## src/common/fetch_pkg.sv

```systemverilog
package fetch_pkg;

  localparam logic [31:0] RESET_PC = 32'h8000_0000;
  localparam logic [7:0] BYPASS_REGION = 8'h0f;  // top address byte of uncached sram

  localparam int INST_BYTES = 4;

  // cache geometry
  localparam int LINE_COUNT = 4;
  localparam int WORDS_PER_LINE = 2;
  localparam int LINE_BITS = $clog2(LINE_COUNT);
  localparam int BEAT_BITS = $clog2(WORDS_PER_LINE);
  localparam int OFFSET_BITS = BEAT_BITS + 2;  // byte offset inside a line
  localparam int TAG_BITS = 32 - LINE_BITS - OFFSET_BITS;

  // axi4 read channel encodings
  localparam logic [2:0] AXI_SIZE_4B = 3'b010;
  localparam logic [1:0] AXI_BURST_INCR = 2'b01;
  localparam logic [1:0] AXI_RESP_OKAY = 2'b00;
  localparam logic [7:0] REFILL_LEN = 8'(WORDS_PER_LINE - 1);  // beats minus one

  localparam logic [3:0] MCAUSE_FETCH_FAULT = 4'd1;

  typedef enum logic [2:0] {
    st_idle        = 3'd0,  // serve a hit or start a read
    st_refill      = 3'd1,
    st_direct      = 3'd2,
    st_refill_drop = 3'd3,  // drain a burst cut by a flush
    st_direct_drop = 3'd4,
    st_ready       = 3'd5   // line is in, hand out the word
  } fetch_state_e;

  typedef struct packed {
    logic        valid;
    logic [31:0] addr;
    logic [7:0]  len;
    logic [2:0]  size;
    logic [1:0]  burst;
  } axi_ar_t;

  typedef struct packed {
    logic        valid;
    logic [31:0] data;
    logic [1:0]  resp;
    logic        last;
  } axi_r_t;

  typedef struct packed {
    logic [31:0] inst;
    logic [31:0] pc;
    logic        exception;
    logic [3:0]  mcause;
  } fetch_out_t;

endpackage

```

## src/icache/icache_store.sv

```systemverilog
`timescale 1ns/1ps

module icache_store (
  input  logic                            i_clock,
  input  logic                            i_reset,
  input  logic                            i_fencei,
  input  logic [31:0]                     i_pc,
  input  logic                            i_fill,
  input  logic [fetch_pkg::LINE_BITS-1:0] i_fill_line,
  input  logic [fetch_pkg::BEAT_BITS-1:0] i_fill_beat,
  input  logic [31:0]                     i_fill_data,
  input  logic [fetch_pkg::TAG_BITS-1:0]  i_fill_tag,
  output logic                            o_hit,
  output logic [31:0]                     o_word
);
  import fetch_pkg::*;

  logic [TAG_BITS-1:0] tag_array [LINE_COUNT];
  logic [31:0] data_array [LINE_COUNT][WORDS_PER_LINE];
  logic [LINE_COUNT-1:0][WORDS_PER_LINE-1:0] valid_bits;  // one bit per word

  logic [TAG_BITS-1:0] pc_tag;
  logic [LINE_BITS-1:0] pc_line;
  logic [BEAT_BITS-1:0] pc_word;
  logic [WORDS_PER_LINE-1:0] fill_mask;

  assign pc_tag = i_pc[31 -: TAG_BITS];
  assign pc_line = i_pc[OFFSET_BITS +: LINE_BITS];
  assign pc_word = i_pc[2 +: BEAT_BITS];

  assign fill_mask = {{(WORDS_PER_LINE - 1){1'b0}}, 1'b1} << i_fill_beat;

  // bursts are line aligned, so beat 0 always opens a new line
  always_ff @(posedge i_clock) begin
    if (i_reset || i_fencei) begin
      valid_bits <= '0;
    end else if (i_fill) begin
      if (i_fill_beat == '0) begin
        valid_bits[i_fill_line] <= fill_mask;  // drop words of the old tag
      end else begin
        valid_bits[i_fill_line] <= valid_bits[i_fill_line] | fill_mask;
      end
    end
  end

  always_ff @(posedge i_clock) begin
    if (i_fill) begin
      tag_array[i_fill_line] <= i_fill_tag;
      data_array[i_fill_line][i_fill_beat] <= i_fill_data;
    end
  end

  assign o_hit = valid_bits[pc_line][pc_word] && (tag_array[pc_line] == pc_tag);
  assign o_word = data_array[pc_line][pc_word];

endmodule

```

## src/icache/icache_ctrl.sv

```systemverilog
`timescale 1ns/1ps

module icache_ctrl (
  input  logic                            i_clock,
  input  logic                            i_reset,
  input  logic                            i_flush,
  input  logic                            i_ready,
  input  logic [31:0]                     i_pc,
  input  logic                            i_hit,
  input  logic [31:0]                     i_word,
  input  fetch_pkg::axi_r_t               i_axi_r,
  input  logic                            i_axi_arready,
  output fetch_pkg::axi_ar_t              o_axi_ar,
  output logic                            o_fill,
  output logic [fetch_pkg::LINE_BITS-1:0] o_fill_line,
  output logic [fetch_pkg::BEAT_BITS-1:0] o_fill_beat,
  output logic [31:0]                     o_fill_data,
  output logic [fetch_pkg::TAG_BITS-1:0]  o_fill_tag,
  output logic                            o_advance,
  output logic                            o_valid,
  output fetch_pkg::fetch_out_t           o_fetch
);
  import fetch_pkg::*;

  fetch_state_e state_q;
  fetch_state_e state_d;

  logic valid_q;
  fetch_out_t fetch_q;

  logic ar_valid;
  logic [31:0] ar_addr;
  logic [7:0] ar_len;

  logic [31:0] req_pc;  // pc of the read in flight
  logic [BEAT_BITS-1:0] beat_cnt;
  logic refill_err;  // stop filling once a beat fails
  logic [31:0] hold_word;  // beat that carries the requested word
  logic hold_err;

  logic out_free;
  logic misaligned;
  logic bypass;
  logic cache_hit;
  logic idle_go;
  logic start_miss;
  logic refilling;
  logic beat;
  logic beat_ok;
  logic want_beat;
  logic load_out;
  logic [31:0] load_inst;
  logic load_exc;

  assign out_free = !valid_q || i_ready;  // output register empty or drained this cycle
  assign misaligned = i_pc[1:0] != 2'b00;
  assign bypass = i_pc[31:24] == BYPASS_REGION;
  assign cache_hit = i_hit && !bypass;
  assign idle_go = (state_q == st_idle) && !i_flush && out_free;
  assign start_miss = idle_go && !misaligned && !cache_hit;

  assign refilling = (state_q == st_refill) || (state_q == st_refill_drop);
  assign beat = i_axi_r.valid;
  assign beat_ok = i_axi_r.resp == AXI_RESP_OKAY;
  assign want_beat = beat_cnt == req_pc[2 +: BEAT_BITS];

  // what goes into the output register this cycle
  always_comb begin
    load_out = 1'b0;
    load_inst = i_word;
    load_exc = 1'b0;
    case (state_q)
      st_idle: begin
        load_out = idle_go && (misaligned || cache_hit);
        load_inst = misaligned ? 32'd0 : i_word;
        load_exc = misaligned;
      end
      st_direct: begin
        load_out = beat && !i_flush;
        load_inst = i_axi_r.data;
        load_exc = !beat_ok;
      end
      st_ready: begin
        load_out = !i_flush && out_free;
        load_inst = hold_word;
        load_exc = hold_err;
      end
      default: begin
        load_out = 1'b0;
      end
    endcase
  end

  always_comb begin
    state_d = state_q;
    case (state_q)
      st_idle: begin
        if (start_miss) state_d = bypass ? st_direct : st_refill;
      end
      st_refill: begin
        if (beat && i_axi_r.last) begin
          state_d = i_flush ? st_idle : st_ready;
        end else if (i_flush) begin
          state_d = st_refill_drop;
        end
      end
      st_direct: begin
        if (beat) begin
          state_d = st_idle;  // a flush on this beat just drops the word
        end else if (i_flush) begin
          state_d = st_direct_drop;
        end
      end
      st_refill_drop: begin
        if (beat && i_axi_r.last) state_d = st_idle;
      end
      st_direct_drop: begin
        if (beat) state_d = st_idle;
      end
      st_ready: begin
        if (load_out || i_flush) state_d = st_idle;
      end
      default: begin
        state_d = st_idle;
      end
    endcase
  end

  always_ff @(posedge i_clock) begin
    if (i_reset) begin
      state_q <= st_idle;
      valid_q <= 1'b0;
      ar_valid <= 1'b0;
      beat_cnt <= '0;
      refill_err <= 1'b0;
    end else begin
      state_q <= state_d;

      if (i_flush) begin
        valid_q <= 1'b0;
      end else if (load_out) begin
        valid_q <= 1'b1;
      end else if (i_ready) begin
        valid_q <= 1'b0;
      end

      if (start_miss) begin
        ar_valid <= 1'b1;
      end else if (i_axi_arready) begin
        ar_valid <= 1'b0;
      end

      if (start_miss) begin
        beat_cnt <= '0;
        refill_err <= 1'b0;
      end else if (refilling && beat) begin
        beat_cnt <= beat_cnt + 1'b1;
        if (!beat_ok) refill_err <= 1'b1;
      end
    end
  end

  always_ff @(posedge i_clock) begin
    if (start_miss) begin
      req_pc <= i_pc;
      ar_addr <= bypass ? i_pc : {i_pc[31:OFFSET_BITS], {OFFSET_BITS{1'b0}}};
      ar_len <= bypass ? 8'd0 : REFILL_LEN;
    end
    if ((state_q == st_refill) && beat && want_beat) begin
      hold_word <= i_axi_r.data;
      hold_err <= !beat_ok;
    end
    if (load_out) begin
      fetch_q.inst <= load_inst;
      fetch_q.pc <= i_pc;
      fetch_q.exception <= load_exc;
      fetch_q.mcause <= load_exc ? MCAUSE_FETCH_FAULT : 4'd0;
    end
  end

  assign o_axi_ar = '{
    valid: ar_valid,
    addr:  ar_addr,
    len:   ar_len,
    size:  AXI_SIZE_4B,
    burst: AXI_BURST_INCR
  };

  // failed beats never reach the arrays
  assign o_fill = refilling && beat && beat_ok && !refill_err;
  assign o_fill_line = req_pc[OFFSET_BITS +: LINE_BITS];
  assign o_fill_beat = beat_cnt;
  assign o_fill_data = i_axi_r.data;
  assign o_fill_tag = req_pc[31 -: TAG_BITS];

  assign o_advance = load_out;
  assign o_valid = valid_q;
  assign o_fetch = fetch_q;

endmodule

```

## src/logic/fetch_pc.sv

```systemverilog
`timescale 1ns/1ps

module fetch_pc (
  input  logic        i_clock,
  input  logic        i_reset,
  input  logic        i_flush,
  input  logic [31:0] i_target,
  input  logic        i_advance,
  output logic [31:0] o_pc
);
  import fetch_pkg::*;

  logic [31:0] pc_q;
  logic [31:0] pc_seq;  // next instruction in line

  assign pc_seq = pc_q + 32'(INST_BYTES);

  always_ff @(posedge i_clock) begin
    if (i_reset) begin
      pc_q <= RESET_PC;
    end else if (i_flush) begin
      pc_q <= i_target;  // redirect beats a same-cycle advance
    end else if (i_advance) begin
      pc_q <= pc_seq;
    end
  end

  assign o_pc = pc_q;

endmodule

```

## src/logic/fetch_top.sv

```systemverilog
`timescale 1ns/1ps

module fetch_top (
  input  logic                  i_clock,
  input  logic                  i_reset,
  input  logic                  i_ready,
  input  logic                  i_flush,
  input  logic [31:0]           i_target,
  input  logic                  i_fencei,
  output logic                  o_valid,
  output fetch_pkg::fetch_out_t o_fetch,
  output logic [31:0]           o_axi_araddr,
  output logic                  o_axi_arvalid,
  output logic [7:0]            o_axi_arlen,
  output logic [2:0]            o_axi_arsize,
  output logic [1:0]            o_axi_arburst,
  output logic                  o_axi_rready,
  input  logic                  i_axi_arready,
  input  logic [31:0]           i_axi_rdata,
  input  logic [1:0]            i_axi_rresp,
  input  logic                  i_axi_rlast,
  input  logic                  i_axi_rvalid
);
  import fetch_pkg::*;

  logic [31:0] pc;
  logic advance;
  logic hit;
  logic [31:0] word;

  logic fill;
  logic [LINE_BITS-1:0] fill_line;
  logic [BEAT_BITS-1:0] fill_beat;
  logic [31:0] fill_data;
  logic [TAG_BITS-1:0] fill_tag;

  axi_ar_t axi_ar;
  axi_r_t axi_r;

  assign axi_r = '{
    valid: i_axi_rvalid,
    data:  i_axi_rdata,
    resp:  i_axi_rresp,
    last:  i_axi_rlast
  };

  assign o_axi_araddr = axi_ar.addr;
  assign o_axi_arvalid = axi_ar.valid;
  assign o_axi_arlen = axi_ar.len;
  assign o_axi_arsize = axi_ar.size;
  assign o_axi_arburst = axi_ar.burst;
  assign o_axi_rready = 1'b1;  // every beat is taken as it arrives

  fetch_pc pc_i (
    .i_clock   (i_clock),
    .i_reset   (i_reset),
    .i_flush   (i_flush),
    .i_target  (i_target),
    .i_advance (advance),
    .o_pc      (pc)
  );

  icache_ctrl ctrl_i (
    .i_clock       (i_clock),
    .i_reset       (i_reset),
    .i_flush       (i_flush),
    .i_ready       (i_ready),
    .i_pc          (pc),
    .i_hit         (hit),
    .i_word        (word),
    .i_axi_r       (axi_r),
    .i_axi_arready (i_axi_arready),
    .o_axi_ar      (axi_ar),
    .o_fill        (fill),
    .o_fill_line   (fill_line),
    .o_fill_beat   (fill_beat),
    .o_fill_data   (fill_data),
    .o_fill_tag    (fill_tag),
    .o_advance     (advance),
    .o_valid       (o_valid),
    .o_fetch       (o_fetch)
  );

  icache_store store_i (
    .i_clock     (i_clock),
    .i_reset     (i_reset),
    .i_fencei    (i_fencei),
    .i_pc        (pc),
    .i_fill      (fill),
    .i_fill_line (fill_line),
    .i_fill_beat (fill_beat),
    .i_fill_data (fill_data),
    .i_fill_tag  (fill_tag),
    .o_hit       (hit),
    .o_word      (word)
  );

endmodule

```

## config.mk

```make
export PLATFORM = sky130hd
export DESIGN_NAME = fetch_top
export DESIGN_NICKNAME = d
export VERILOG_FILES = /design/src/common/fetch_pkg.sv /design/src/icache/icache_store.sv /design/src/icache/icache_ctrl.sv /design/src/logic/fetch_pc.sv /design/src/logic/fetch_top.sv
export SDC_FILE = /design/constraint.sdc
export NUM_CORES = 1
export LEC_CHECK = 0
export BUFFER_PORTS_ARGS = -buffer_cell sky130_fd_sc_hd__buf_2
export CAP_MARGIN = 20
export CORE_ASPECT_RATIO = 1.2
export CORE_MARGIN = 2
export CORE_UTILIZATION = 64
export CTS_BUF_LIST = sky130_fd_sc_hd__clkbuf_16
export CTS_CLUSTER_SIZE = 24
export DETAILED_ROUTE_END_ITERATION = 10
export PLACE_DENSITY = 0.87
export SLEW_MARGIN = 10
export SYNTH_ARGS = -nofsm -noshare
export SYNTH_HDL_FRONTEND = slang
export SYNTH_HIERARCHICAL = 1
export SYNTH_SLANG_ARGS = --single-unit
```

## constraint.sdc

```tcl
create_clock -name i_clock -period 17.1 [get_ports i_clock]
set_clock_uncertainty 0.05 [all_clocks]
set_input_delay 5.13 -clock i_clock [delete_from_list [all_inputs] [get_ports i_clock]]
set_output_delay 5.13 -clock i_clock [all_outputs]
set_load 0.05 [all_outputs]
```

==> metrics <==
drc violations 0; most frequent cells in the layout 496 x edfxtp_1, 174 x buf_2, 92 x mux4_2; Crit. End Element flop; crit path launch type primary input; initial cell density of the core 64.7%; Period minus WS final 7.59 ns; DR WL/cell 25.7 µm; die area 35900 µm²; busiest layer in global routing met2; Worst Hold End ctrl_i/o_fetch[5]; EDFF count, synth 496; Most used DFF post-synth edfxtp_1; reg2reg start pc_i/o_pc[4]; layout net count 1395; Switch Pwr 729 µW; cts repair resizes 0; largest fanout on the critical path 64; number of global-route vias before repair 11600; clock sink count 543; Achievable Freq 132 MHz; LEAKAGE 0.00834 µW; Worst Hold Launch pc_i/o_pc[0]; Antenna Nets Post-Route 0; worst-margin pin slew 1.10 ns; pre-CTS setup slack 8.98 ns; CP required 17.51 ns; commonest non-fill, non-tap cell in the layout edfxtp_1; grt ovf 0; maximum VDD drop 0.111 mV; CTS tree built; Seq/Total Area, Yosys 72.0%; endpoints failing hold 0; FP Rows 74; TNS Setup 0 ns; cts bufs inserted 50; clock share of power 35.9%; H-tree depth 2; flops & latches, synth 543; DP Wirelength 26300 µm; Hold Crit Depth 0; post-synthesis cell area 22000 µm²; Post-Syn Area per Cell 18.0 µm²; YS warnings 6; largest net degree at the start of global routing 78; CTS Buffer Depth 3; clock root buffer clkbuf_16; met2 global-route usage 43.9%; internal power 2210 µW; FF-to-FF path depth 15; Syn Inst Count 1222; GRT Util Overall 25.9%; setup violators final 0; RePlAce Congestion 0.842; hold buffers post-CTS 0; status complete, no violations; Post-DP Area 22600 µm²; Syn-to-layout area delta 9.87%; Flop pwr share 53.2%; logic gate share of total power 10.9%; critical path arrival 8.00 ns; Die W 173 µm; DR vias/cell 6.28; worst reg2reg setup slack 11.62 ns; Net Sw Frac 24.8%; Hold Path Class reg2reg; Slew Limit Fails 0; die extent in y 207 µm; routing usage on met1 33.9%; Clk Latency, worst-skew pair 0.57 ns; core box area 34000 µm²; Async SR Flop Fraction 0%; min setup slack post-route 9.51 ns; Synth cell types 69; io pins 191; DR iter-0 viols 1385; Final Cell Area 24200 µm²; Power Dens Cells 122 nW/µm²; Worst R2R End pc_i/o_pc[26]; post-CTS setup repair buffer count 0; unrepaired setup endpoints after global routing false; DRT Pass-1 Iters 8; Max Cap Viol 0; layout cells sized above 1 30.3%; initial antenna violation count 3; worst rel slew slack 26.6%; Via Count 11400; first-pass GRT wire length 70000 µm; Routed WL 46800 µm; Clk pin slew, worst setup/hold paths 0.06 ns; final worst-path cycle share 44.4%; Port Buffer Count 174; grt met3 use 4.42%; critical path class in2reg
per-stage QoR:
step | total power (µW) | std cells | hold WS, ns | util, %
2_1_floorplan | 1850 | 1235 | 0.394 | -
3_3_place_gp | 1900 | 1723 | 0.413 | 66.4
3_5_place_dp | 1910 | 1723 | 0.419 | 66.4
4_1_cts | 2960 | 1814 | 0.433 | 71.0
5_1_grt | 3030 | 1817 | 0.458 | 71.1
6_report | 2940 | 1818 | 0.434 | 71.1
state kept, by name (all words and copies together), names as in the netlist:
name	flops
ctrl_i/hold_err	1
store_i/tag_array	108
store_i/data_array	256
ctrl_i/refill_err	1
ctrl_i/state_q	3
ctrl_i/ar_valid	1
ctrl_i/o_valid	1
ctrl_i/ar_len	1
ctrl_i/o_fill_beat	1
ctrl_i/hold_word	32
ctrl_i/req_pc	1
ctrl_i/ar_addr	32
store_i/valid_bits	8
pc_i/o_pc	32
ctrl_i/o_fetch	65
cell families after synthesis:
group / after synthesis / share of synthesized area (%)
buf+inv: 219 / 6.10
other cells: 3 / 0.0512
fa+ha+maj: 1 / 0.0569
compound gates: 103 / 3.74
flops: 543 / 72.0
mux: 137 / 11.7
xor+xnor: 56 / 2.23
simple gates: 160 / 4.13
critical path, stage by stage:
cell and delay, ns:
buf_2 0.10, buf_4 0.30, inv_1 0.16, and4_1 0.24, a21boi_1 0.23, o21bai_4 0.16
buf_4 0.33, nand4_4 0.18, nor4_4 0.58, nand4_1 0.20, xnor2_1 0.17, o21a_1 0.18
power by group through the flow:
| stage | Combinational (µW) | Sequential (µW) | Clock, µW |
|---|---|---|---|
| after floorplan | 225 | 1620 | 0 |
| after global placement | 311 | 1590 | 0 |
| after detailed placement | 318 | 1590 | 0 |
| after CTS | 321 | 1560 | 1070 |
| after global routing | 337 | 1570 | 1120 |
| final | 321 | 1560 | 1060 |
area by class of cell:
type	instances	area (µm²)
Fill cell	2003	9830
Multi-Input combinational cell	473	4910
Inverter	56	210
Tap cell	456	571
Antenna cell	3	7.51
Clock inverter	40	275
Clock buffer	51	1280
Timing Repair Buffer	196	1060
Sequential cell	543	15800
worst max-delay path by stage:
stage / to / depth (start not counted) / start / slack [ns]
2_1_floorplan: store_i/data_array[0][32] / 5 / i_axi_rvalid / 6.96
3_3_place_gp: pc_i/o_pc[28] / 12 / i_flush / 9.13
3_5_place_dp: pc_i/o_pc[26] / 12 / i_flush / 8.98
4_1_cts: pc_i/o_pc[26] / 12 / i_flush / 9.54
5_1_grt: pc_i/o_pc[26] / 12 / i_flush / 9.30
6_report: pc_i/o_pc[26] / 12 / i_flush / 9.51
synthesized netlist by cell type, drive strengths merged, types with 11 or more instances:
library cell | n | area, µm²
edfxtp | 496 | 14900
nor2 | 45 | 176
clkbuf | 19 | 82.6
inv | 55 | 206
xnor2 | 22 | 193
a222oi | 32 | 320
and3 | 11 | 75.1
o21a | 13 | 97.6
nand4 | 19 | 134
xor2 | 34 | 298
nand3 | 12 | 60.1
nand2 | 22 | 82.6
mux4 | 92 | 2070
a21oi | 24 | 131
nor3 | 11 | 60.1
mux2 | 32 | 360
dfxtp | 47 | 941
buf | 144 | 1050
mux2i | 13 | 130
routing by layer:
metal,wire length (µm),share of wire [%],vias up
li1,-,-,4859
met1,16800,36,5754
met4,1560,3.3,2
met2,24300,52,712
met3,4120,8.8,98
met5,7,0.015,-
Note: power is estimated with default switching activity, not from simulation.
